**config.mk**
```make
export PLATFORM = sky130hd
export DESIGN_NAME = nextPcSelect
export DESIGN_NICKNAME = d
export VERILOG_FILES = /design/src/rtl/fetchPkg.sv /design/src/rtl/predictPkg.sv /design/src/rtl/nextPcSelect.sv
export SDC_FILE = /design/constraint.sdc
export NUM_CORES = 1
export LEC_CHECK = 0
export ABC_AREA = 1
export BUFFER_PORTS_ARGS = -buffer_cell sky130_fd_sc_hd__buf_2
export CAP_MARGIN = 5
export CORE_MARGIN = 2
export CORE_UTILIZATION = 40
export DETAILED_ROUTE_END_ITERATION = 10
export GPL_TIMING_DRIVEN = 0
export PLACE_DENSITY = 0.78
export SYNTH_ARGS = -nofsm -noshare
export SYNTH_HDL_FRONTEND = slang
export SYNTH_SLANG_ARGS = --single-unit
```
**constraint.sdc**
```tcl
create_clock -name clk -period 1.15 [get_ports clk]
set_input_delay 0 -clock clk [delete_from_list [all_inputs] [get_ports clk]]
set_output_delay 0 -clock clk [all_outputs]
set_load 0.01 [all_outputs]
```
**src/rtl/fetchPkg.sv**
```systemverilog
// Address-side types for the fetch stage.
// A fetch group is fetchWidth consecutive 4-byte instructions at one PC.
// PCs are plain 32-bit byte addresses. No compressed instructions.

package fetchPkg;

    // Byte address width.
    localparam int pcWidth = 32;

    // Instruction slots per fetch group.
    localparam int fetchWidth = 2;

    // Fixed instruction size.
    localparam int insnBytes = 4;

    // Low PC bits below the instruction index.
    localparam int insnOffsetBits = $clog2(insnBytes);

    // Bytes covered by one fetch group, used for the fall-through PC.
    localparam int groupBytes = fetchWidth * insnBytes;

    typedef logic [pcWidth-1:0] pcAddr;

    // Slot number inside a fetch group.
    typedef logic [$clog2(fetchWidth)-1:0] slotIdx;

endpackage
```
**src/rtl/predictPkg.sv**
```systemverilog
// Geometry and record types of the prediction tables.
// BTB is direct-mapped, indexed by PC[7:2], tagged with PC[31:8].
// Counters are 2-bit, indexed by PC[9:2], reset to weakly not taken.

package predictPkg;

    import fetchPkg::*;

    // BTB geometry.
    localparam int btbEntryNum = 64;
    localparam int btbIndexBits = $clog2(btbEntryNum);
    localparam int btbTagBits = pcWidth - btbIndexBits - insnOffsetBits;

    typedef logic [btbIndexBits-1:0] btbIndex;
    typedef logic [btbTagBits-1:0]   btbTag;

    typedef struct packed {
        logic  valid;
        logic  isCondBr;
        btbTag tag;
        pcAddr target;
    } btbEntry;

    // Pending BTB writes that lost the write port.
    localparam int btbQueueSize = 4;

    typedef logic [$clog2(btbQueueSize)-1:0] btbQueuePtr;
    typedef logic [$clog2(btbQueueSize):0]   btbQueueCount;

    // Pattern history table geometry.
    localparam int phtEntryNum = 256;
    localparam int phtIndexBits = $clog2(phtEntryNum);

    typedef logic [phtIndexBits-1:0] phtIndex;
    typedef logic [1:0]              phtCounter;

    // Weakly not taken after the sweep; 2 and up predicts taken.
    localparam phtCounter phtInitCounter = 2'd1;
    localparam phtCounter phtTakenMin = 2'd2;
    localparam phtCounter phtCounterMax = 2'd3;

    // Resolved branches per cycle.
    localparam int intIssueWidth = 2;

    typedef struct packed {
        logic      valid;
        logic      taken;
        logic      isCondBr;
        pcAddr     brAddr;
        pcAddr     target;
        phtCounter prevCounter;
    } branchResult;

    typedef struct packed {
        logic  hit;
        logic  isCondBr;
        pcAddr target;
        logic  counterTaken;
    } slotPrediction;

    function automatic btbIndex toBtbIndex(pcAddr pc);
        return pc[insnOffsetBits +: btbIndexBits];
    endfunction

    function automatic btbTag toBtbTag(pcAddr pc);
        return pc[insnOffsetBits + btbIndexBits +: btbTagBits];
    endfunction

    function automatic phtIndex toPhtIndex(pcAddr pc);
        return pc[insnOffsetBits +: phtIndexBits];
    endfunction

endpackage

```
**src/rtl/nextPcSelect.sv**
```systemverilog
`timescale 1ns/1ps
// Picks the first taken slot of the group looked up one cycle earlier.
// Outputs are only meaningful while ready is high.

module nextPcSelect
    import fetchPkg::*, predictPkg::*;
(
    input  logic                  clk,
    input  logic                  rst,
    input  pcAddr                 fetchPc,
    input  slotPrediction         btbPred [fetchWidth],
    input  logic [fetchWidth-1:0] counterTaken,
    input  logic                  btbInitDone,
    input  logic                  phtInitDone,
    output pcAddr                 nextPc,
    output logic                  predTaken,
    output slotIdx                predSlot,
    output logic                  ready
);

    pcAddr                 lookupPc;
    slotPrediction         merged [fetchWidth];
    logic [fetchWidth-1:0] slotTaken;

    // Aligned with the registered table reads.
    always_ff @(posedge clk) begin
        if (rst) begin
            lookupPc <= '0;
        end else begin
            lookupPc <= fetchPc;
        end
    end

    always_comb begin
        for (int s = 0; s < fetchWidth; s++) begin
            merged[s] = btbPred[s];
            merged[s].counterTaken = counterTaken[s];
            // Unconditional hits are always taken.
            slotTaken[s] = merged[s].hit &&
                (!merged[s].isCondBr || merged[s].counterTaken);
        end
    end

    // Walk down so the lowest taken slot is the last to assign.
    always_comb begin
        predTaken = 1'b0;
        predSlot = '0;
        nextPc = lookupPc + pcAddr'(groupBytes);
        for (int s = fetchWidth - 1; s >= 0; s--) begin
            if (slotTaken[s]) begin
                predTaken = 1'b1;
                predSlot = slotIdx'(s);
                nextPc = merged[s].target;
            end
        end
    end

    assign ready = btbInitDone && phtInitDone;

endmodule

```
==> results.md <==
- Total routed wirelength: 10200 um
- Clk pwr share: 26.8%
- Fmax: 555 MHz
- Seq/Total Area, Yosys: 25.9%
- Post-Syn Instances: 469
- Outcome: finished, violations left
- CTS H-tree lvls: 2
- Post-DP HPWL: 6100 um
- Pre-CTS WS: -382 ps
- Psw: 0.975 mW
- Routed len/inst: 13.4 um
- Via Count: 3672
- Clk slew on worst S/H paths: 60 ps
- Final period util: 157%
- Fill cell count: 430
- CP Capture Type: output pin
- Post-layout min period: 1800 ps
- Die Y-Extent: 82.6 um
- IO Count: 143
- LEAKAGE: 2.44 nW
- Power Density: 697 nW/um^2
- Port Buffers: 140
- Clk buf depth: 2
- Critical path arrival: 1800 ps
- Share of layout cells above drive strength 1: 44.9%
- Largest net degree at the start of global routing: 11
- Placed Area: 3290 sq um
- Vias in the first global route: 3170
- Power, Total: 3.15 mW
- Dpl cells: 684
- TritonRoute pass-1 iters: 5
- Required time of the critical path: 1150 ps
- Slew @ Worst Pin: 478 ps
- Area grow syn2layout: 82.7%
- Final Slew Violations: 0
- Worst ir drop on vdd: 0.810 mV
- Synth unique cells: 20
- Number of diodes: 0
- Clock buffer count from CTS: 5
- DRC violations left: 0
- Failing checks: negative setup slack
- Dominant cell type by area after synthesis: nand2_1
- Multi-input logic area: 1940 sq um
- DRT iter0 DRCs: 328
- Yosys top cell area share: 31.6%
- # nets final: 791
- PnR worst setup slack: -653 ps
- Max reg flops: 32
- First-pass GRT wire length: 13200 um
- Clock Tree Root: clkbuf_8
- Non-filler cells, final: 758
- Die width: 82.6 um
- Register area: 718 sq um
- Worst setup path class: reg -> out
- Die area: 6830 sq um
- Synth warnings: 0
- Final instance area: 4520 sq um
- GP Congestion: 0.911
- Clock sinks: 32
- Reg with most FFs: lookupPc
- Syn Nets: 578
- Finish-stage setup viols: 28
- Vias per inst: 4.84
- Max-cap violations: 0
- Commonest cells after routing, fill and taps aside: nand2_1, buf_2, inv_1, nor2_1, dlygate4sd3_1
- Fin. Hold Viols: 0
- Sw Share: 31.0%
- Worst Setup Start Kind: register
- Syn avg cell area: 5.27 sq um
- Initial antenna violation count: 0
- Top cells by area, synth: nand2_1, dfxtp_1, inv_1, nor2_1, nand3_1
- # rows: 28
- Total congestion overflow: 0
- Total core area: 5960 sq um
- Largest registers: lookupPc: 32 flops
- CTS tree: done
- Mapped cell area: 2470 sq um
- Antenna viol nets, final: 0
- Slew HR: 68.1%
- Reg power frac: 39.6%
- Total GRT Usage: 25.1%
- Critical path fanouts, max: 5
- Initial Utilization: 41.5%
- Synth Register Bits: 32
- RSZ-0062 raised after global routing: yes
- Most common cell after layout, fill and taps aside: nand2_1
- Internal power: 2.17 mW
- Combinational share of power: 33.6%
- Min-Delay Path Class: in -> out
==> cells in the mapped netlist (all sizes together) <==
cell type and n:
clkbuf 5, xor2 7, o211ai 5, nand2 213, o21bai 2, o21ai 1
nand3b 2, inv 79, nor2 84, xnor2 6, a21oi 1, nand3 25
buf 6, ha 1, dfxtp 32
==> cells by family after synthesis <==
group                      count (synthesis)  share of synthesized area [%]
and+or+nand+nor                          324                           52.5
xor gates and xnor gates                  13                           4.61
buffers and inverters                     90                           14.0
adders and majority gates                  1                          0.506
DFF                                       32                           25.9
AOI/OAI and AO/OA                          9                           2.53
==> worst paths after layout <==
kind | slack [ps] | depth (start not counted) | to | from
worst max-delay path | -650 | 11 | nextPc[23] | lookupPc[4]$_SDFF_PP0_
worst min-delay path | 260 | 4 | ready | phtInitDone
==> metrics by stage <==
step | hold WS (ps) | TNS (ps) | utilization, %
CTS | 259 | -10970 | 70.3
detailed placement | 208 | -4580 | 55.3
global route | 305 | -15130 | 75.9
finish | 257 | -12730 | 75.9
global placement | 201 | -4500 | 55.3
floorplan | 71.2 | -44.9 | -
==> per-layer routing <==
| layer | track usage (%) | vias up | part of all wire, % |
|---|---|---|---|
| li1 | - | 1795 | - |
| met2 | 48.1 | 226 | 50 |
| met3 | 3.04 | 52 | 7.4 |
| met1 | 27.3 | 1599 | 38 |
| met4 | 11.1 | 0 | 4.5 |
| met5 | 0 | - | 0 |
==> critical path, cell delays in order, from the launching register on <==
cell,delay (ps)
dfxtp_4,360
ha_4,190
inv_4,50
nor2_4,130
nand2_4,90
nor2_4,180
nand2_1,90
nand2_1,90
nand2_1,90
nand2_1,80
nand2_2,60
buf_6,110
==> what timing repair did <==
action                                 4_1_cts  5_1_grt
setup endpoints to repair                   28       32
buffers inserted                            20       13
gates resized for setup                    111       59
endpoints found under the hold margin       32        0
pin swaps                                   38       37
hold buffers                                33        0
==> power by group through the flow <==
stage                     Combinational (mW)  Clock (mW)  Sequential (mW)
after floorplan                        0.420           0             1.24
final                                   1.06       0.844             1.25
after CTS                              0.963       0.855             1.23
after global placement                 0.770           0             1.26
after global routing                    1.17       0.906             1.25
after detailed placement               0.781           0             1.26
==> layout make-up <==
cell class,instances,share of cell area [%]
plain buffers,11,1.22
clock buffers,8,1.99
inverters,79,6.62
multi-input cells,347,42.8
flip-flops and latches,32,15.9
well taps,75,2.08
repair buffers,206,29.4
No activity file was read; power rests on OpenSTA's default activity.
