[src/rtl/fetchPkg.sv]
// Address-side types for the fetch stage.
// A fetch group is fetchWidth consecutive 4-byte instructions at one PC.
// PCs are plain 32-bit byte addresses. No compressed instructions.

package fetchPkg;

    // Byte address width.
    localparam int pcWidth = 32;

    // Instruction slots per fetch group.
    localparam int fetchWidth = 2;

    // Fixed instruction size.
    localparam int insnBytes = 4;

    // Low PC bits below the instruction index.
    localparam int insnOffsetBits = $clog2(insnBytes);

    // Bytes covered by one fetch group, used for the fall-through PC.
    localparam int groupBytes = fetchWidth * insnBytes;

    typedef logic [pcWidth-1:0] pcAddr;

    // Slot number inside a fetch group.
    typedef logic [$clog2(fetchWidth)-1:0] slotIdx;

endpackage
[src/rtl/predictPkg.sv]
// Geometry and record types of the prediction tables.
// BTB is direct-mapped, indexed by PC[7:2], tagged with PC[31:8].
// Counters are 2-bit, indexed by PC[9:2], reset to weakly not taken.

package predictPkg;

    import fetchPkg::*;

    // BTB geometry.
    localparam int btbEntryNum = 64;
    localparam int btbIndexBits = $clog2(btbEntryNum);
    localparam int btbTagBits = pcWidth - btbIndexBits - insnOffsetBits;

    typedef logic [btbIndexBits-1:0] btbIndex;
    typedef logic [btbTagBits-1:0]   btbTag;

    typedef struct packed {
        logic  valid;
        logic  isCondBr;
        btbTag tag;
        pcAddr target;
    } btbEntry;

    // Pending BTB writes that lost the write port.
    localparam int btbQueueSize = 4;

    typedef logic [$clog2(btbQueueSize)-1:0] btbQueuePtr;
    typedef logic [$clog2(btbQueueSize):0]   btbQueueCount;

    // Pattern history table geometry.
    localparam int phtEntryNum = 256;
    localparam int phtIndexBits = $clog2(phtEntryNum);

    typedef logic [phtIndexBits-1:0] phtIndex;
    typedef logic [1:0]              phtCounter;

    // Weakly not taken after the sweep; 2 and up predicts taken.
    localparam phtCounter phtInitCounter = 2'd1;
    localparam phtCounter phtTakenMin = 2'd2;
    localparam phtCounter phtCounterMax = 2'd3;

    // Resolved branches per cycle.
    localparam int intIssueWidth = 2;

    typedef struct packed {
        logic      valid;
        logic      taken;
        logic      isCondBr;
        pcAddr     brAddr;
        pcAddr     target;
        phtCounter prevCounter;
    } branchResult;

    typedef struct packed {
        logic  hit;
        logic  isCondBr;
        pcAddr target;
        logic  counterTaken;
    } slotPrediction;

    function automatic btbIndex toBtbIndex(pcAddr pc);
        return pc[insnOffsetBits +: btbIndexBits];
    endfunction

    function automatic btbTag toBtbTag(pcAddr pc);
        return pc[insnOffsetBits + btbIndexBits +: btbTagBits];
    endfunction

    function automatic phtIndex toPhtIndex(pcAddr pc);
        return pc[insnOffsetBits +: phtIndexBits];
    endfunction

endpackage

[src/rtl/directionPredictor.sv]
`timescale 1ns/1ps
// Bimodal predictor, one 2-bit counter per PC[9:2].
// Updates are computed from the counter read at prediction time,
// not the current table value. Same-index updates: slot 1 wins.
// Counters are set to weakly not taken one per cycle after reset.

module directionPredictor
    import fetchPkg::*, predictPkg::*;
(
    input  logic                  clk,
    input  logic                  rst,
    input  pcAddr                 fetchPc,
    input  branchResult           brResult [intIssueWidth],
    output logic [fetchWidth-1:0] counterTaken,
    output logic                  initDone
);

    logic [intIssueWidth-1:0] ramWe;
    phtIndex                  ramWa [intIssueWidth];
    phtCounter                ramWv [intIssueWidth];
    phtIndex                  ramRa [fetchWidth];
    phtCounter                ramRv [fetchWidth];

    phtIndex sweepIdx;

    // Saturating step from the counter seen at prediction time.
    function automatic phtCounter nextCounter(phtCounter prev, logic taken);
        if (taken) begin
            return (prev == phtCounterMax) ? prev : prev + 1'b1;
        end
        return (prev == '0) ? prev : prev - 1'b1;
    endfunction

    multiBankRam #(
        .entryNum (phtEntryNum),
        .readNum  (fetchWidth),
        .writeNum (intIssueWidth),
        .entryType(phtCounter)
    ) counterRam (
        .clk(clk),
        .we (ramWe),
        .wa (ramWa),
        .wv (ramWv),
        .ra (ramRa),
        .rv (ramRv)
    );

    always_comb begin
        for (int s = 0; s < fetchWidth; s++) begin
            ramRa[s] = toPhtIndex(fetchPc + pcAddr'(s * insnBytes));
            counterTaken[s] = (ramRv[s] >= phtTakenMin);
        end
    end

    // Port order in the RAM gives slot 1 priority.
    always_comb begin
        for (int i = 0; i < intIssueWidth; i++) begin
            ramWe[i] = initDone && brResult[i].valid && brResult[i].isCondBr;
            ramWa[i] = toPhtIndex(brResult[i].brAddr);
            ramWv[i] = nextCounter(brResult[i].prevCounter, brResult[i].taken);
        end
        if (!initDone) begin
            ramWe[0] = !rst;
            ramWa[0] = sweepIdx;
            ramWv[0] = phtInitCounter;
        end
    end

    // Reset sweep.
    always_ff @(posedge clk) begin
        if (rst) begin
            sweepIdx <= '0;
            initDone <= 1'b0;
        end else if (!initDone) begin
            sweepIdx <= sweepIdx + 1'b1;
            if (sweepIdx == phtIndex'(phtEntryNum - 1)) begin
                initDone <= 1'b1;
            end
        end
    end

    // The fetch side must return the counter it used.
    generate
        for (genvar i = 0; i < intIssueWidth; i++) begin : gPrevCheck
            assert property (@(posedge clk) disable iff (rst)
                (brResult[i].valid && brResult[i].isCondBr) |->
                    !$isunknown(brResult[i].prevCounter))
                else $error("Unknown prevCounter on conditional update %0d", i);
        end
    endgenerate

endmodule

[src/rtl/multiBankRam.sv]
`timescale 1ns/1ps
// Flat RAM with independent read and write ports.
// Reads are registered and return the contents before this edge's writes.
// Writes to one address in the same cycle resolve to the highest port.
// No reset; the owner must initialize the contents.

module multiBankRam #(
    parameter int  entryNum = 64,
    parameter int  readNum = 2,
    parameter int  writeNum = 1,
    parameter type entryType = logic [7:0]
) (
    input  logic                        clk,
    input  logic [writeNum-1:0]         we,
    input  logic [$clog2(entryNum)-1:0] wa [writeNum],
    input  entryType                    wv [writeNum],
    input  logic [$clog2(entryNum)-1:0] ra [readNum],
    output entryType                    rv [readNum]
);

    entryType mem [entryNum];

    // Later ports overwrite earlier ones.
    always_ff @(posedge clk) begin
        for (int w = 0; w < writeNum; w++) begin
            if (we[w]) begin
                mem[wa[w]] <= wv[w];
            end
        end
    end

    always_ff @(posedge clk) begin
        for (int r = 0; r < readNum; r++) begin
            rv[r] <= mem[ra[r]];
        end
    end

    // A write must name a real, known entry.
    generate
        for (genvar w = 0; w < writeNum; w++) begin : gWriteCheck
            assert property (@(posedge clk)
                we[w] |-> (!$isunknown(wa[w]) && (int'(wa[w]) < entryNum)))
                else $error("RAM write port %0d address %0d out of range", w, wa[w]);
        end
    endgenerate

endmodule

[config.mk]
export PLATFORM = sky130hd
export DESIGN_NAME = directionPredictor
export DESIGN_NICKNAME = d
export VERILOG_FILES = /design/src/rtl/fetchPkg.sv /design/src/rtl/predictPkg.sv /design/src/rtl/directionPredictor.sv /design/src/rtl/multiBankRam.sv
export SDC_FILE = /design/constraint.sdc
export NUM_CORES = 2
export LEC_CHECK = 0
export ABC_AREA = 1
export BUFFER_PORTS_ARGS = -buffer_cell sky130_fd_sc_hd__buf_2
export CORE_MARGIN = 5
export CORE_UTILIZATION = 60
export CTS_BUF_LIST = sky130_fd_sc_hd__clkbuf_4
export DETAILED_ROUTE_END_ITERATION = 10
export PLACE_DENSITY = 0.82
export SYNTH_ARGS = -nofsm -noshare
export SYNTH_HDL_FRONTEND = slang
export SYNTH_SLANG_ARGS = --single-unit
[constraint.sdc]
create_clock -name clk -period 2.45 [get_ports clk]
set_input_delay 0.49 -clock clk [delete_from_list [all_inputs] [get_ports clk]]
set_output_delay 0.49 -clock clk [all_outputs]
set_load 0.005 [all_outputs]
==> results.cfg <==
[die]
die_area_um2 = 37500
floorplan.initialDensity_pct = 60.5
core_um2 = 33400
die_w_um = 194
chipHeight_um = 194
number_of_i_o_pins = 175
fp-row-count = 67

[grt]
grt_overflow = 0
groute.usage.overall_pct = 35.7
grt_start_max_net_pins = 165
global_route_wire_length_before_repair_um = 107000
grt_pass1_vias = 20508
grt_antenna_before_repair = 1

[logic_synthesis]
combinational_family_with_the_most_area_after_synthesis = simple AND/OR/NAND/NOR gates
netlist_instances = 2964
synthesis.yosys.warnings = 0
share_of_synthesized_area_spent_on_multiplexers_pct = 0
netlist_area_um2 = 20200
synth_fa_ha_area_share_pct = 0.124
synth_seq_area_share_pct = 39.1
share_of_synthesized_cell_area_in_and_or_nand_and_nor_gates_pct = 27.6
number_of_synthesized_flops_with_an_enable_pin = 256
yosysUniqueCellTypes = 37
synth_seq_cells = 267
yosysTopAreaCell = sky130_fd_sc_hd__edfxtp_1
synth_area_leaders = sky130_fd_sc_hd__edfxtp_1, sky130_fd_sc_hd__nand2_1, sky130_fd_sc_hd__o21ai_0
post_synth_xor_area_fraction_pct = 0.167
synthFlopType = sky130_fd_sc_hd__edfxtp_1
ys_async_rst_share_pct = 0
synthesized_area_fraction_occupied_by_ao_oa_aoi_and_oai_cells_pct = 21.7
synthDominantCellAreaShare_pct = 38.0
netlist_top_cells_count = sky130_fd_sc_hd__nand2_1, sky130_fd_sc_hd__o21ai_0, sky130_fd_sc_hd__edfxtp_1
post-synth-top-count-cell = sky130_fd_sc_hd__nand2_1
syn_area_per_cell_um2 = 6.83
postSynthNetCount = 3138

[setup_path]
critical_path.max_fanout = 16
timing.critical_path.to_type = flop
criticalPathCategory = reg2reg
r2r.worst_path.cells = 8
cp_data_required_time_ns = 2.85
timing.critical_path.arrival_ns = 2.71
kind_of_start_point_of_the_critical_path = flop

[sta]
slew_headroom_pct = 57.0
post-route-min-period_ns = 2.31
hold_slack_ns = 0.0651
transition_time_of_the_tightest_slew_check_pin_ns = 0.644
setup_total_negative_slack_ns = 0
finalSetupViolations = 0
timing_max_transition_violations_final = 0
number_of_failing_hold_endpoints_at_the_final_stage = 0
fmaxAchievable_mhz = 434
rsz_0062_raised_after_global_routing = no
final.setup_skew_ns = 0.0462
final_min_period_over_clock_period_pct = 94.1

[place]
place.port_buffers = 38
detailedPlacementHpwl_um = 43900
place_congestion = 0.959

[layout]
final_util_pct = 65.1
multi_input_comb_area_um2 = 10100
synthToLayoutAreaGrowth_pct = 7.60
sequential_cell_area_um2 = 7910
number_of_nets_in_the_final_layout = 3027
fill_cells = 2847
fraction_of_layout_cells_with_a_size_suffix_above_1_pct = 12.8

[pwr]
pwr_density_cell_nw_per_um2 = 497
vdd.ir_drop.worst_mv = 0.284
totalPowerFinal_mw = 10.8
leakagePower_nw = 8.00

[clocking]
cts_htree_levels = 3
tritoncts.num_buffers = 73
cts_tree = done
clkTransAtPathRegs_ns = 0.07
clock-root-buffer = sky130_fd_sc_hd__clkbuf_4
clock_insertion_delay_worst_skew_ns = 0.74
clock_sink_count = 267
max-clock-path-buffers = 3

[drt]
initialDrtViolationCount = 3371
wl_per_cell_um = 20.7
drc = 0
drt.antenna.violating_nets = 0
routed-via-count = 21449
route.detailed.vias_per_inst = 6.40
drt_pre_antenna_iters = 9
drt_wl_total_um = 69500

[run_status]
run_status = finished clean

[hold_path]
whs_path_depth = 3
timing.hold.worst.class = in2reg

[flow_run]
max_cap_violations = 0
routing by layer:
layer	track usage [%]	wire length, um
met3	9.77	11200
met1	45.1	23300
met4	23.3	5200
met5	0	0
met2	54.1	29800
kinds of logic (layout without fill, tap and decap cells):
| family | Yosys count | after routing |
|---|---|---|
| AO/OA/AOI/OAI | 802 | 802 |
| XOR/XNOR | 3 | 3 |
| flip-flops | 267 | 267 |
| buffers and inverters | 538 | 478 |
| other | 0 | 2 |
| AND/OR/NAND/NOR | 1352 | 1352 |
| adder cells (fa/ha/maj) | 2 | 2 |
critical path: stages, from the launching register on:
cell and delay, ns:
sky130_fd_sc_hd__dfxtp_1 0.42, sky130_fd_sc_hd__inv_2 0.12, sky130_fd_sc_hd__or2_2 0.30, sky130_fd_sc_hd__o21ai_2 0.15, sky130_fd_sc_hd__inv_1 0.20, sky130_fd_sc_hd__nor2_4 0.19, sky130_fd_sc_hd__nand2_1 0.12, sky130_fd_sc_hd__buf_4 0.22
sky130_fd_sc_hd__o21ai_0 0.24
stage by stage:
step | cell area (um^2) | std cells | worst slack [ns]
final | 21800 | 3354 | 0.144
after global routing | 21800 | 3353 | 0.00128
after CTS | 21700 | 3351 | 0.0656
after detailed placement | 20800 | 3225 | 0.0196
after global placement | 20800 | 3225 | 0.105
after floorplan | 20200 | 2964 | 0.447
power breakdown:
group	switching (mW)	internal, mW
Sequential	0.00869	4.93
Combinational	1.07	0.445
Clock	2.00	2.38
Total	3.07	7.76
flip-flops by register name (all words and copies together) (netlist names):
| register | count |
|---|---|
| counterRam.rv | 2 |
| sweepIdx | 8 |
| initDone | 1 |
| counterRam.mem | 256 |
placed cells by master (no fill, tap or decap), types with 5 or more instances in the layout:
cell type	instances
sky130_fd_sc_hd__o21ai_0	585
sky130_fd_sc_hd__inv_2	18
sky130_fd_sc_hd__or2_1	5
sky130_fd_sc_hd__clkinv_1	9
sky130_fd_sc_hd__buf_4	85
sky130_fd_sc_hd__nand2_1	919
sky130_fd_sc_hd__nor3_4	7
sky130_fd_sc_hd__nand3_1	240
sky130_fd_sc_hd__nor2_1	143
sky130_fd_sc_hd__nor3_2	13
sky130_fd_sc_hd__buf_2	36
sky130_fd_sc_hd__nor3_1	7
sky130_fd_sc_hd__o211ai_1	81
sky130_fd_sc_hd__nor2_2	6
sky130_fd_sc_hd__dfxtp_1	11
sky130_fd_sc_hd__o21ai_1	12
sky130_fd_sc_hd__clkbuf_4	112
sky130_fd_sc_hd__o21ai_2	46
sky130_fd_sc_hd__a21oi_1	74
sky130_fd_sc_hd__inv_1	179
sky130_fd_sc_hd__edfxtp_1	256
sky130_fd_sc_hd__buf_12	32
worst paths after layout:
path	slack [ns]	from	endpoint
setup / recovery	0.14	initDone$_SDFF_PP0_	counterRam.mem[171][1]$_DFFE_PP_
setup reg to reg	0.14	initDone$_SDFF_PP0_	counterRam.mem[171][1]$_DFFE_PP_
hold reg to reg	0.51	sweepIdx[1]$_SDFFE_PP0N_	sweepIdx[1]$_SDFFE_PP0N_
hold / removal	0.07	fetchPc[9]	counterRam.rv[3]$_DFF_P_
final cells by class:
cell class	instances	area share, %
Inverter	198	3.45
Antenna cell	2	0.0230
Clock inverter	14	0.603
Timing Repair Buffer	154	6.77
Sequential cell	267	36.3
Clock buffer	112	3.86
Multi-Input combinational cell	2159	46.4
Tap cell	448	2.57
timing repair:
| item | CTS | global route |
|---|---|---|
| buffers inserted | 0 | 1 |
| setup endpoints to repair | 0 | 32 |
| gates resized for setup | 0 | 6 |
| hold buffers | 0 | 0 |
Note: power is estimated with default switching activity, not from simulation.
