**config.mk**
```make
export PLATFORM = sky130hd
export DESIGN_NAME = btb
export DESIGN_NICKNAME = d
export VERILOG_FILES = /design/src/rtl/fetchPkg.sv /design/src/rtl/predictPkg.sv /design/src/rtl/btb.sv /design/src/rtl/multiBankRam.sv
export SDC_FILE = /design/constraint.sdc
export NUM_CORES = 2
export LEC_CHECK = 0
export BUFFER_PORTS_ARGS = -buffer_cell sky130_fd_sc_hd__buf_2
export CAP_MARGIN = 20
export CORE_MARGIN = 3
export CORE_UTILIZATION = 30
export CTS_CLUSTER_SIZE = 24
export DETAILED_ROUTE_END_ITERATION = 10
export PLACE_DENSITY = 0.45
export SETUP_SLACK_MARGIN = 0.1
export SLEW_MARGIN = 20
export SYNTH_ARGS = -nofsm -noshare
export SYNTH_HDL_FRONTEND = slang
export SYNTH_SLANG_ARGS = --single-unit
```
**constraint.sdc**
```tcl
create_clock -name clk -period 24.1 [get_ports clk]
set_input_delay 2.41 -clock clk [delete_from_list [all_inputs] [get_ports clk]]
set_output_delay 2.41 -clock clk [all_outputs]
set_load 0.005 [all_outputs]
```
**src/rtl/fetchPkg.sv**
```systemverilog
// Address-side types for the fetch stage.
// A fetch group is fetchWidth consecutive 4-byte instructions at one PC.
// PCs are plain 32-bit byte addresses. No compressed instructions.

package fetchPkg;

    // Byte address width.
    localparam int pcWidth = 32;

    // Instruction slots per fetch group.
    localparam int fetchWidth = 2;

    // Fixed instruction size.
    localparam int insnBytes = 4;

    // Low PC bits below the instruction index.
    localparam int insnOffsetBits = $clog2(insnBytes);

    // Bytes covered by one fetch group, used for the fall-through PC.
    localparam int groupBytes = fetchWidth * insnBytes;

    typedef logic [pcWidth-1:0] pcAddr;

    // Slot number inside a fetch group.
    typedef logic [$clog2(fetchWidth)-1:0] slotIdx;

endpackage
```
**src/rtl/predictPkg.sv**
```systemverilog
// Geometry and record types of the prediction tables.
// BTB is direct-mapped, indexed by PC[7:2], tagged with PC[31:8].
// Counters are 2-bit, indexed by PC[9:2], reset to weakly not taken.

package predictPkg;

    import fetchPkg::*;

    // BTB geometry.
    localparam int btbEntryNum = 64;
    localparam int btbIndexBits = $clog2(btbEntryNum);
    localparam int btbTagBits = pcWidth - btbIndexBits - insnOffsetBits;

    typedef logic [btbIndexBits-1:0] btbIndex;
    typedef logic [btbTagBits-1:0]   btbTag;

    typedef struct packed {
        logic  valid;
        logic  isCondBr;
        btbTag tag;
        pcAddr target;
    } btbEntry;

    // Pending BTB writes that lost the write port.
    localparam int btbQueueSize = 4;

    typedef logic [$clog2(btbQueueSize)-1:0] btbQueuePtr;
    typedef logic [$clog2(btbQueueSize):0]   btbQueueCount;

    // Pattern history table geometry.
    localparam int phtEntryNum = 256;
    localparam int phtIndexBits = $clog2(phtEntryNum);

    typedef logic [phtIndexBits-1:0] phtIndex;
    typedef logic [1:0]              phtCounter;

    // Weakly not taken after the sweep; 2 and up predicts taken.
    localparam phtCounter phtInitCounter = 2'd1;
    localparam phtCounter phtTakenMin = 2'd2;
    localparam phtCounter phtCounterMax = 2'd3;

    // Resolved branches per cycle.
    localparam int intIssueWidth = 2;

    typedef struct packed {
        logic      valid;
        logic      taken;
        logic      isCondBr;
        pcAddr     brAddr;
        pcAddr     target;
        phtCounter prevCounter;
    } branchResult;

    typedef struct packed {
        logic  hit;
        logic  isCondBr;
        pcAddr target;
        logic  counterTaken;
    } slotPrediction;

    function automatic btbIndex toBtbIndex(pcAddr pc);
        return pc[insnOffsetBits +: btbIndexBits];
    endfunction

    function automatic btbTag toBtbTag(pcAddr pc);
        return pc[insnOffsetBits + btbIndexBits +: btbTagBits];
    endfunction

    function automatic phtIndex toPhtIndex(pcAddr pc);
        return pc[insnOffsetBits +: phtIndexBits];
    endfunction

endpackage

```
**src/rtl/btb.sv**
```systemverilog
`timescale 1ns/1ps
// Direct-mapped branch target buffer with one write port.
// Only taken results are installed; a second one per cycle is queued.
// A full queue drops the result. Lookup data is valid one cycle later.
// Entries are cleared one per cycle after reset; updates wait for initDone.

module btb
    import fetchPkg::*, predictPkg::*;
(
    input  logic          clk,
    input  logic          rst,
    input  pcAddr         fetchPc,
    input  branchResult   brResult [intIssueWidth],
    output slotPrediction btbPred [fetchWidth],
    output logic          initDone
);

    typedef struct packed {
        btbIndex idx;
        btbEntry entry;
    } queueEntry;

    logic [0:0] ramWe;
    btbIndex    ramWa [1];
    btbEntry    ramWv [1];
    btbIndex    ramRa [fetchWidth];
    btbEntry    ramRv [fetchWidth];

    pcAddr   lookupPc;
    btbIndex sweepIdx;

    queueEntry    queueMem [btbQueueSize];
    queueEntry    pushEntry;
    btbQueuePtr   headPtr;
    btbQueuePtr   tailPtr;
    btbQueueCount queueCount;
    logic         full;
    logic         empty;
    logic         directWrite;
    logic         pushReq;
    logic         pushQueue;
    logic         popQueue;

    function automatic btbEntry makeEntry(branchResult br);
        return '{valid: 1'b1, isCondBr: br.isCondBr,
                 tag: toBtbTag(br.brAddr), target: br.target};
    endfunction

    multiBankRam #(
        .entryNum (btbEntryNum),
        .readNum  (fetchWidth),
        .writeNum (1),
        .entryType(btbEntry)
    ) entryRam (
        .clk(clk),
        .we (ramWe),
        .wa (ramWa),
        .wv (ramWv),
        .ra (ramRa),
        .rv (ramRv)
    );

    // One read per slot.
    always_comb begin
        for (int s = 0; s < fetchWidth; s++) begin
            ramRa[s] = toBtbIndex(fetchPc + pcAddr'(s * insnBytes));
        end
    end

    // Held for the tag compare on the next cycle.
    always_ff @(posedge clk) begin
        lookupPc <= fetchPc;
    end

    always_comb begin
        for (int s = 0; s < fetchWidth; s++) begin
            btbPred[s].hit = ramRv[s].valid &&
                (ramRv[s].tag == toBtbTag(lookupPc + pcAddr'(s * insnBytes)));
            btbPred[s].isCondBr = ramRv[s].isCondBr;
            btbPred[s].target = ramRv[s].target;
            // Filled in by the direction predictor.
            btbPred[s].counterTaken = 1'b0;
        end
    end

    assign full = (queueCount == btbQueueCount'(btbQueueSize));
    assign empty = (queueCount == '0);

    // Direct write gets the port first, then the queue. The sweep overrides both.
    always_comb begin
        directWrite = 1'b0;
        pushReq = 1'b0;
        pushEntry = '0;
        ramWa[0] = '0;
        ramWv[0] = '0;
        for (int i = 0; i < intIssueWidth; i++) begin
            if (initDone && brResult[i].valid && brResult[i].taken) begin
                if (directWrite) begin
                    pushReq = 1'b1;
                    pushEntry.idx = toBtbIndex(brResult[i].brAddr);
                    pushEntry.entry = makeEntry(brResult[i]);
                end else begin
                    directWrite = 1'b1;
                    ramWa[0] = toBtbIndex(brResult[i].brAddr);
                    ramWv[0] = makeEntry(brResult[i]);
                end
            end
        end
        pushQueue = pushReq && !full;
        popQueue = initDone && !directWrite && !empty;
        if (popQueue) begin
            ramWa[0] = queueMem[tailPtr].idx;
            ramWv[0] = queueMem[tailPtr].entry;
        end
        if (!initDone) begin
            ramWa[0] = sweepIdx;
            ramWv[0] = '0;
        end
        ramWe[0] = directWrite || popQueue || (!initDone && !rst);
    end

    always_ff @(posedge clk) begin
        if (pushQueue) begin
            queueMem[headPtr] <= pushEntry;
        end
    end

    // Push needs a direct write and pop needs none, so they never coincide.
    always_ff @(posedge clk) begin
        if (rst) begin
            headPtr <= '0;
            tailPtr <= '0;
            queueCount <= '0;
        end else if (pushQueue) begin
            headPtr <= headPtr + 1'b1;
            queueCount <= queueCount + 1'b1;
        end else if (popQueue) begin
            tailPtr <= tailPtr + 1'b1;
            queueCount <= queueCount - 1'b1;
        end
    end

    // Clears one entry per cycle after reset.
    always_ff @(posedge clk) begin
        if (rst) begin
            sweepIdx <= '0;
            initDone <= 1'b0;
        end else if (!initDone) begin
            sweepIdx <= sweepIdx + 1'b1;
            if (sweepIdx == btbIndex'(btbEntryNum - 1)) begin
                initDone <= 1'b1;
            end
        end
    end

    assert property (@(posedge clk) disable iff (rst) !(pushReq && full))
        else $error("BTB queue full, taken branch result dropped");

    // Count and pointers must agree, or a pop could read a stale slot.
    assert property (@(posedge clk) disable iff (rst)
        (queueCount <= btbQueueCount'(btbQueueSize)) &&
        (btbQueuePtr'(headPtr - tailPtr) == btbQueuePtr'(queueCount)))
        else $error("BTB queue count does not match its pointers");

endmodule

```
**src/rtl/multiBankRam.sv**
```systemverilog
`timescale 1ns/1ps
// Flat RAM with independent read and write ports.
// Reads are registered and return the contents before this edge's writes.
// Writes to one address in the same cycle resolve to the highest port.
// No reset; the owner must initialize the contents.

module multiBankRam #(
    parameter int  entryNum = 64,
    parameter int  readNum = 2,
    parameter int  writeNum = 1,
    parameter type entryType = logic [7:0]
) (
    input  logic                        clk,
    input  logic [writeNum-1:0]         we,
    input  logic [$clog2(entryNum)-1:0] wa [writeNum],
    input  entryType                    wv [writeNum],
    input  logic [$clog2(entryNum)-1:0] ra [readNum],
    output entryType                    rv [readNum]
);

    entryType mem [entryNum];

    // Later ports overwrite earlier ones.
    always_ff @(posedge clk) begin
        for (int w = 0; w < writeNum; w++) begin
            if (we[w]) begin
                mem[wa[w]] <= wv[w];
            end
        end
    end

    always_ff @(posedge clk) begin
        for (int r = 0; r < readNum; r++) begin
            rv[r] <= mem[ra[r]];
        end
    end

    // A write must name a real, known entry.
    generate
        for (genvar w = 0; w < writeNum; w++) begin : gWriteCheck
            assert property (@(posedge clk)
                we[w] |-> (!$isunknown(wa[w]) && (int'(wa[w]) < entryNum)))
                else $error("RAM write port %0d address %0d out of range", w, wa[w]);
        end
    endgenerate

endmodule

```
==> flow_summary_export.csv <==
group,metric,value,unit
synth,synth_cells,8085,
die,die_w,790.4,um
setup_path,rr_endpoint,"entryRam.mem[25][27]",
synth,synth_area,184600,um^2
detailed_routing,routed_wl,650000,um
final_layout,layout_common_cells,"3968 x edfxtp_1, 2384 x mux4_2, 470 x clkbuf_16, 252 x buf_4, 232 x a22oi_1",
power,sw_frac_of_total,0.2305,
timing,worstMarginPinSlew,1.258,ns
clocking,clock_path_buffers,4,
hold_path,hold_path_class,"reg -> reg",
die,row_count,287,
clocking,insertion_delay,1.08,ns
placed_design,dp_hpwl,342000,um
die,core,611900,um^2
setup_path,start_kind,"primary input",
final_layout,layout.nets,8576,
timing,max_freq,122.6,MHz
synth,ys_warn_count,0,
hold_path,min_to,"sweepIdx[5]",
synth,synthArstFlopShare,0,
timing,maxSlewViolCount,0,
timing,hold_ws,0.5108,ns
power,internal_power,12.30,mW
detailed_routing,drc,0,
global_routing,grt_pass1_vias,101950,
global_routing,grt_pass1_wl,881300,um
power,p_leak,70.41,nW
detailed_routing,first_pass_iters,8,
global_routing,grt_overflow,0,
final_layout,layout_commonest_cell,"edfxtp_1",
setup_path,endpoint_kind,"flip-flop",
setup_path,crit_type,"in -> reg",
timing,setup_viol,0,
clocking,clkSinkCount,4130,
setup_path,ff2ff_setup_slack,17.50,ns
die,start_util,0.3016,
die,io_pins,243,
setup_path,r2r_start,"initDone",
timing,hold_viol,0,
clocking,cts-htree-levels,5,
global_routing,antenna_found_initial,69,
global_routing,grt_max_degree,132,
synth,synth_ff_type,"edfxtp_1",
detailed_routing,avgViaCountPerCell,5.772,
clocking,cts_setup_buffers,0,
hold_path,min-delay-start,"sweepIdx[5]",
power,power,15.99,mW
setup_path,worstRegToRegCells,9,
final_layout,area_growth,14.57,%
placed_design,place_ws,14.76,ns
synth,synth.avg_cell_area,22.83,um^2
synth,synth-seq-cells,4130,
clocking,path_clk_slew,0.06,ns
detailed_routing,drtIter0Drc,13858,
power,switchingPower,3.685,mW
power,power_frac_seq,0.491,
clocking,clockRootBuffer,"clkbuf_16",
power,p_per_area,75.59,nW/um^2
run_status,outcome,"completed",
clocking,cts_tree,"yes",
die,fp.dieArea,624700,um^2
synth,yosysSeqAreaShare,0.6631,
placed_design,portBuffers,230,
timing,clock_skew,0.08210,ns
final_layout,fill_cells,56471,
power,ir_worst_vdd,0.06483,mV
timing,fin_crit_sh,0.3385,
synth,synth_cell_types,63,
global_routing,grtUsageTotal,0.2045,
timing,rsz0062_at_grt,"false",
setup_path,crit_arrival,9.06,ns
setup_path,cp_max_fo,108,
clocking,cts_hold_repair.buffers,0,
timing,slew_headroom,0.1616,
setup_path,critical_path_required,25.00,ns
timing,final.min_clock_period,8.157,ns
detailed_routing,wl_per_cell,38.44,um
power,p_clk_frac,0.439,
timing,fin_ws,15.94,ns
die,die_h,790.4,um
hold_path,hold_depth,2,
synth,synth_edf_count,3968,
timing,fin_tns_setup,0,ns
detailed_routing,ant_nets,0,
power,p_comb_frac,0.071,
clocking,cts_inserted_buffers,466,
clocking,cts_resized,0,
flow_run,drv_cap,0,
final_layout,layout-drive-gt1-share,0.4169,
detailed_routing,vias,97587,
placed_design,place_congestion,0.7505,
[layout make-up]
type,instances,area [um^2],area share
flip-flops and latches,4130,122400,0.5788
clock inverters,237,2256,0.01067
repair buffers,530,4058,0.01919
diodes,21,52.55,0.0002485
inverters,67,252.7,0.001195
multi-input cells,3202,59630,0.2819
clock buffers,628,12700,0.06008
well taps,8092,10120,0.04788
[registers in the layout, summed over array words and instances (netlist names), named ones only]
register,count
entryRam.mem,3712
entryRam.rv,116
headPtr,2
initDone,1
lookupPc,30
queueCount,3
queueMem,256
sweepIdx,6
tailPtr,2
[power by group through the flow]
stage	logic (mW)	registers [mW]	clock network, mW
floorplan	0.776	7.97	0
global placement	1.15	7.99	0
detailed placement	1.15	7.99	0
CTS	1.15	7.84	7.18
global route	1.19	7.84	7.47
finish	1.13	7.84	7.01
[critical path, cell delays in order]
cell     delay (ns)
buf_12         0.28
buf_4          0.66
buf_12         0.59
buf_4          0.81
buf_4          0.80
buf_4          0.76
buf_4          0.80
mux4_2         0.61
mux4_2         0.46
a22oi_1        0.32
nand2_1        0.08
[how the worst max path moves through the flow]
stage	startpoint	endpoint	slack (ns)	depth (start not counted)
2_1_floorplan	brResult[136]	entryRam.mem[44][0]	14.22	7
3_3_place_gp	fetchPc[2]	entryRam.rv[31]	14.83	11
3_5_place_dp	fetchPc[2]	entryRam.rv[31]	14.76	11
4_1_cts	fetchPc[2]	entryRam.rv[31]	15.92	11
5_1_grt	fetchPc[2]	entryRam.rv[39]	15.50	11
6_report	fetchPc[2]	entryRam.rv[39]	15.94	11
[metrics by stage]
step / utilization / std cells / cell area (um^2)
final: 0.3456 / 16907 / 211500
after global routing: 0.3456 / 16893 / 211400
after CTS: 0.3455 / 16886 / 211400
after detailed placement: 0.3211 / 16021 / 196500
after global placement: 0.3209 / 16016 / 196300
after floorplan: - / 8086 / 184600
[cell usage after synthesis, types with 3 or more instances]
master	instances	share of area
buf_4	69	0.0028
nand4_1	10	0.00034
or3_1	4	0.00014
nor4_1	16	0.00054
mux2i_1	6	0.00033
a222oi_1	57	0.0031
inv_1	66	0.0013
a21oi_1	11	0.00030
nand2_1	148	0.0030
buf_2	52	0.0014
nor2b_1	5	0.00017
a22o_1	4	0.00019
and3_1	4	0.00014
clkbuf_1	391	0.0080
xor2_1	33	0.0016
buf_1	175	0.0036
and2_1	69	0.0023
nand3b_1	3	0.00012
nor4b_1	3	0.00014
mux4_2	2384	0.29
nor2_1	93	0.0019
edfxtp_1	3968	0.65
xnor2_1	32	0.0015
a22oi_1	232	0.0094
a221o_1	6	0.00033
dfxtp_1	162	0.018
or4_1	3	0.00012
ha_1	6	0.00041
nor3_1	12	0.00033
nand3_1	15	0.00041
o21ai_0	5	0.00014
[cells by family (layout without fill, tap and decap cells)]
family                     after synthesis  in the layout  share of synthesized area
adders and majority gates                7              7                  0.0005152
muxes                                 2392           2392                     0.2913
DFF                                   4130           4130                     0.6631
xor gates and xnor gates                65             65                   0.003084
and+or+nand+nor                        402            402                    0.01051
AOI/OAI and AO/OA                      334            334                    0.01432
buffers and inverters                  754           1462                    0.01709
other                                    1             23                 0.00002032
[routing by layer]
metal,vias to the layer above,global-route usage,wire length [um]
li1,36856,-,-
met1,55062,0.2830,268100
met2,4702,0.3325,311100
met3,937,0.04036,52680
met4,30,0.05054,17990
met5,-,0,178
Note: power is estimated with default switching activity, not from simulation.
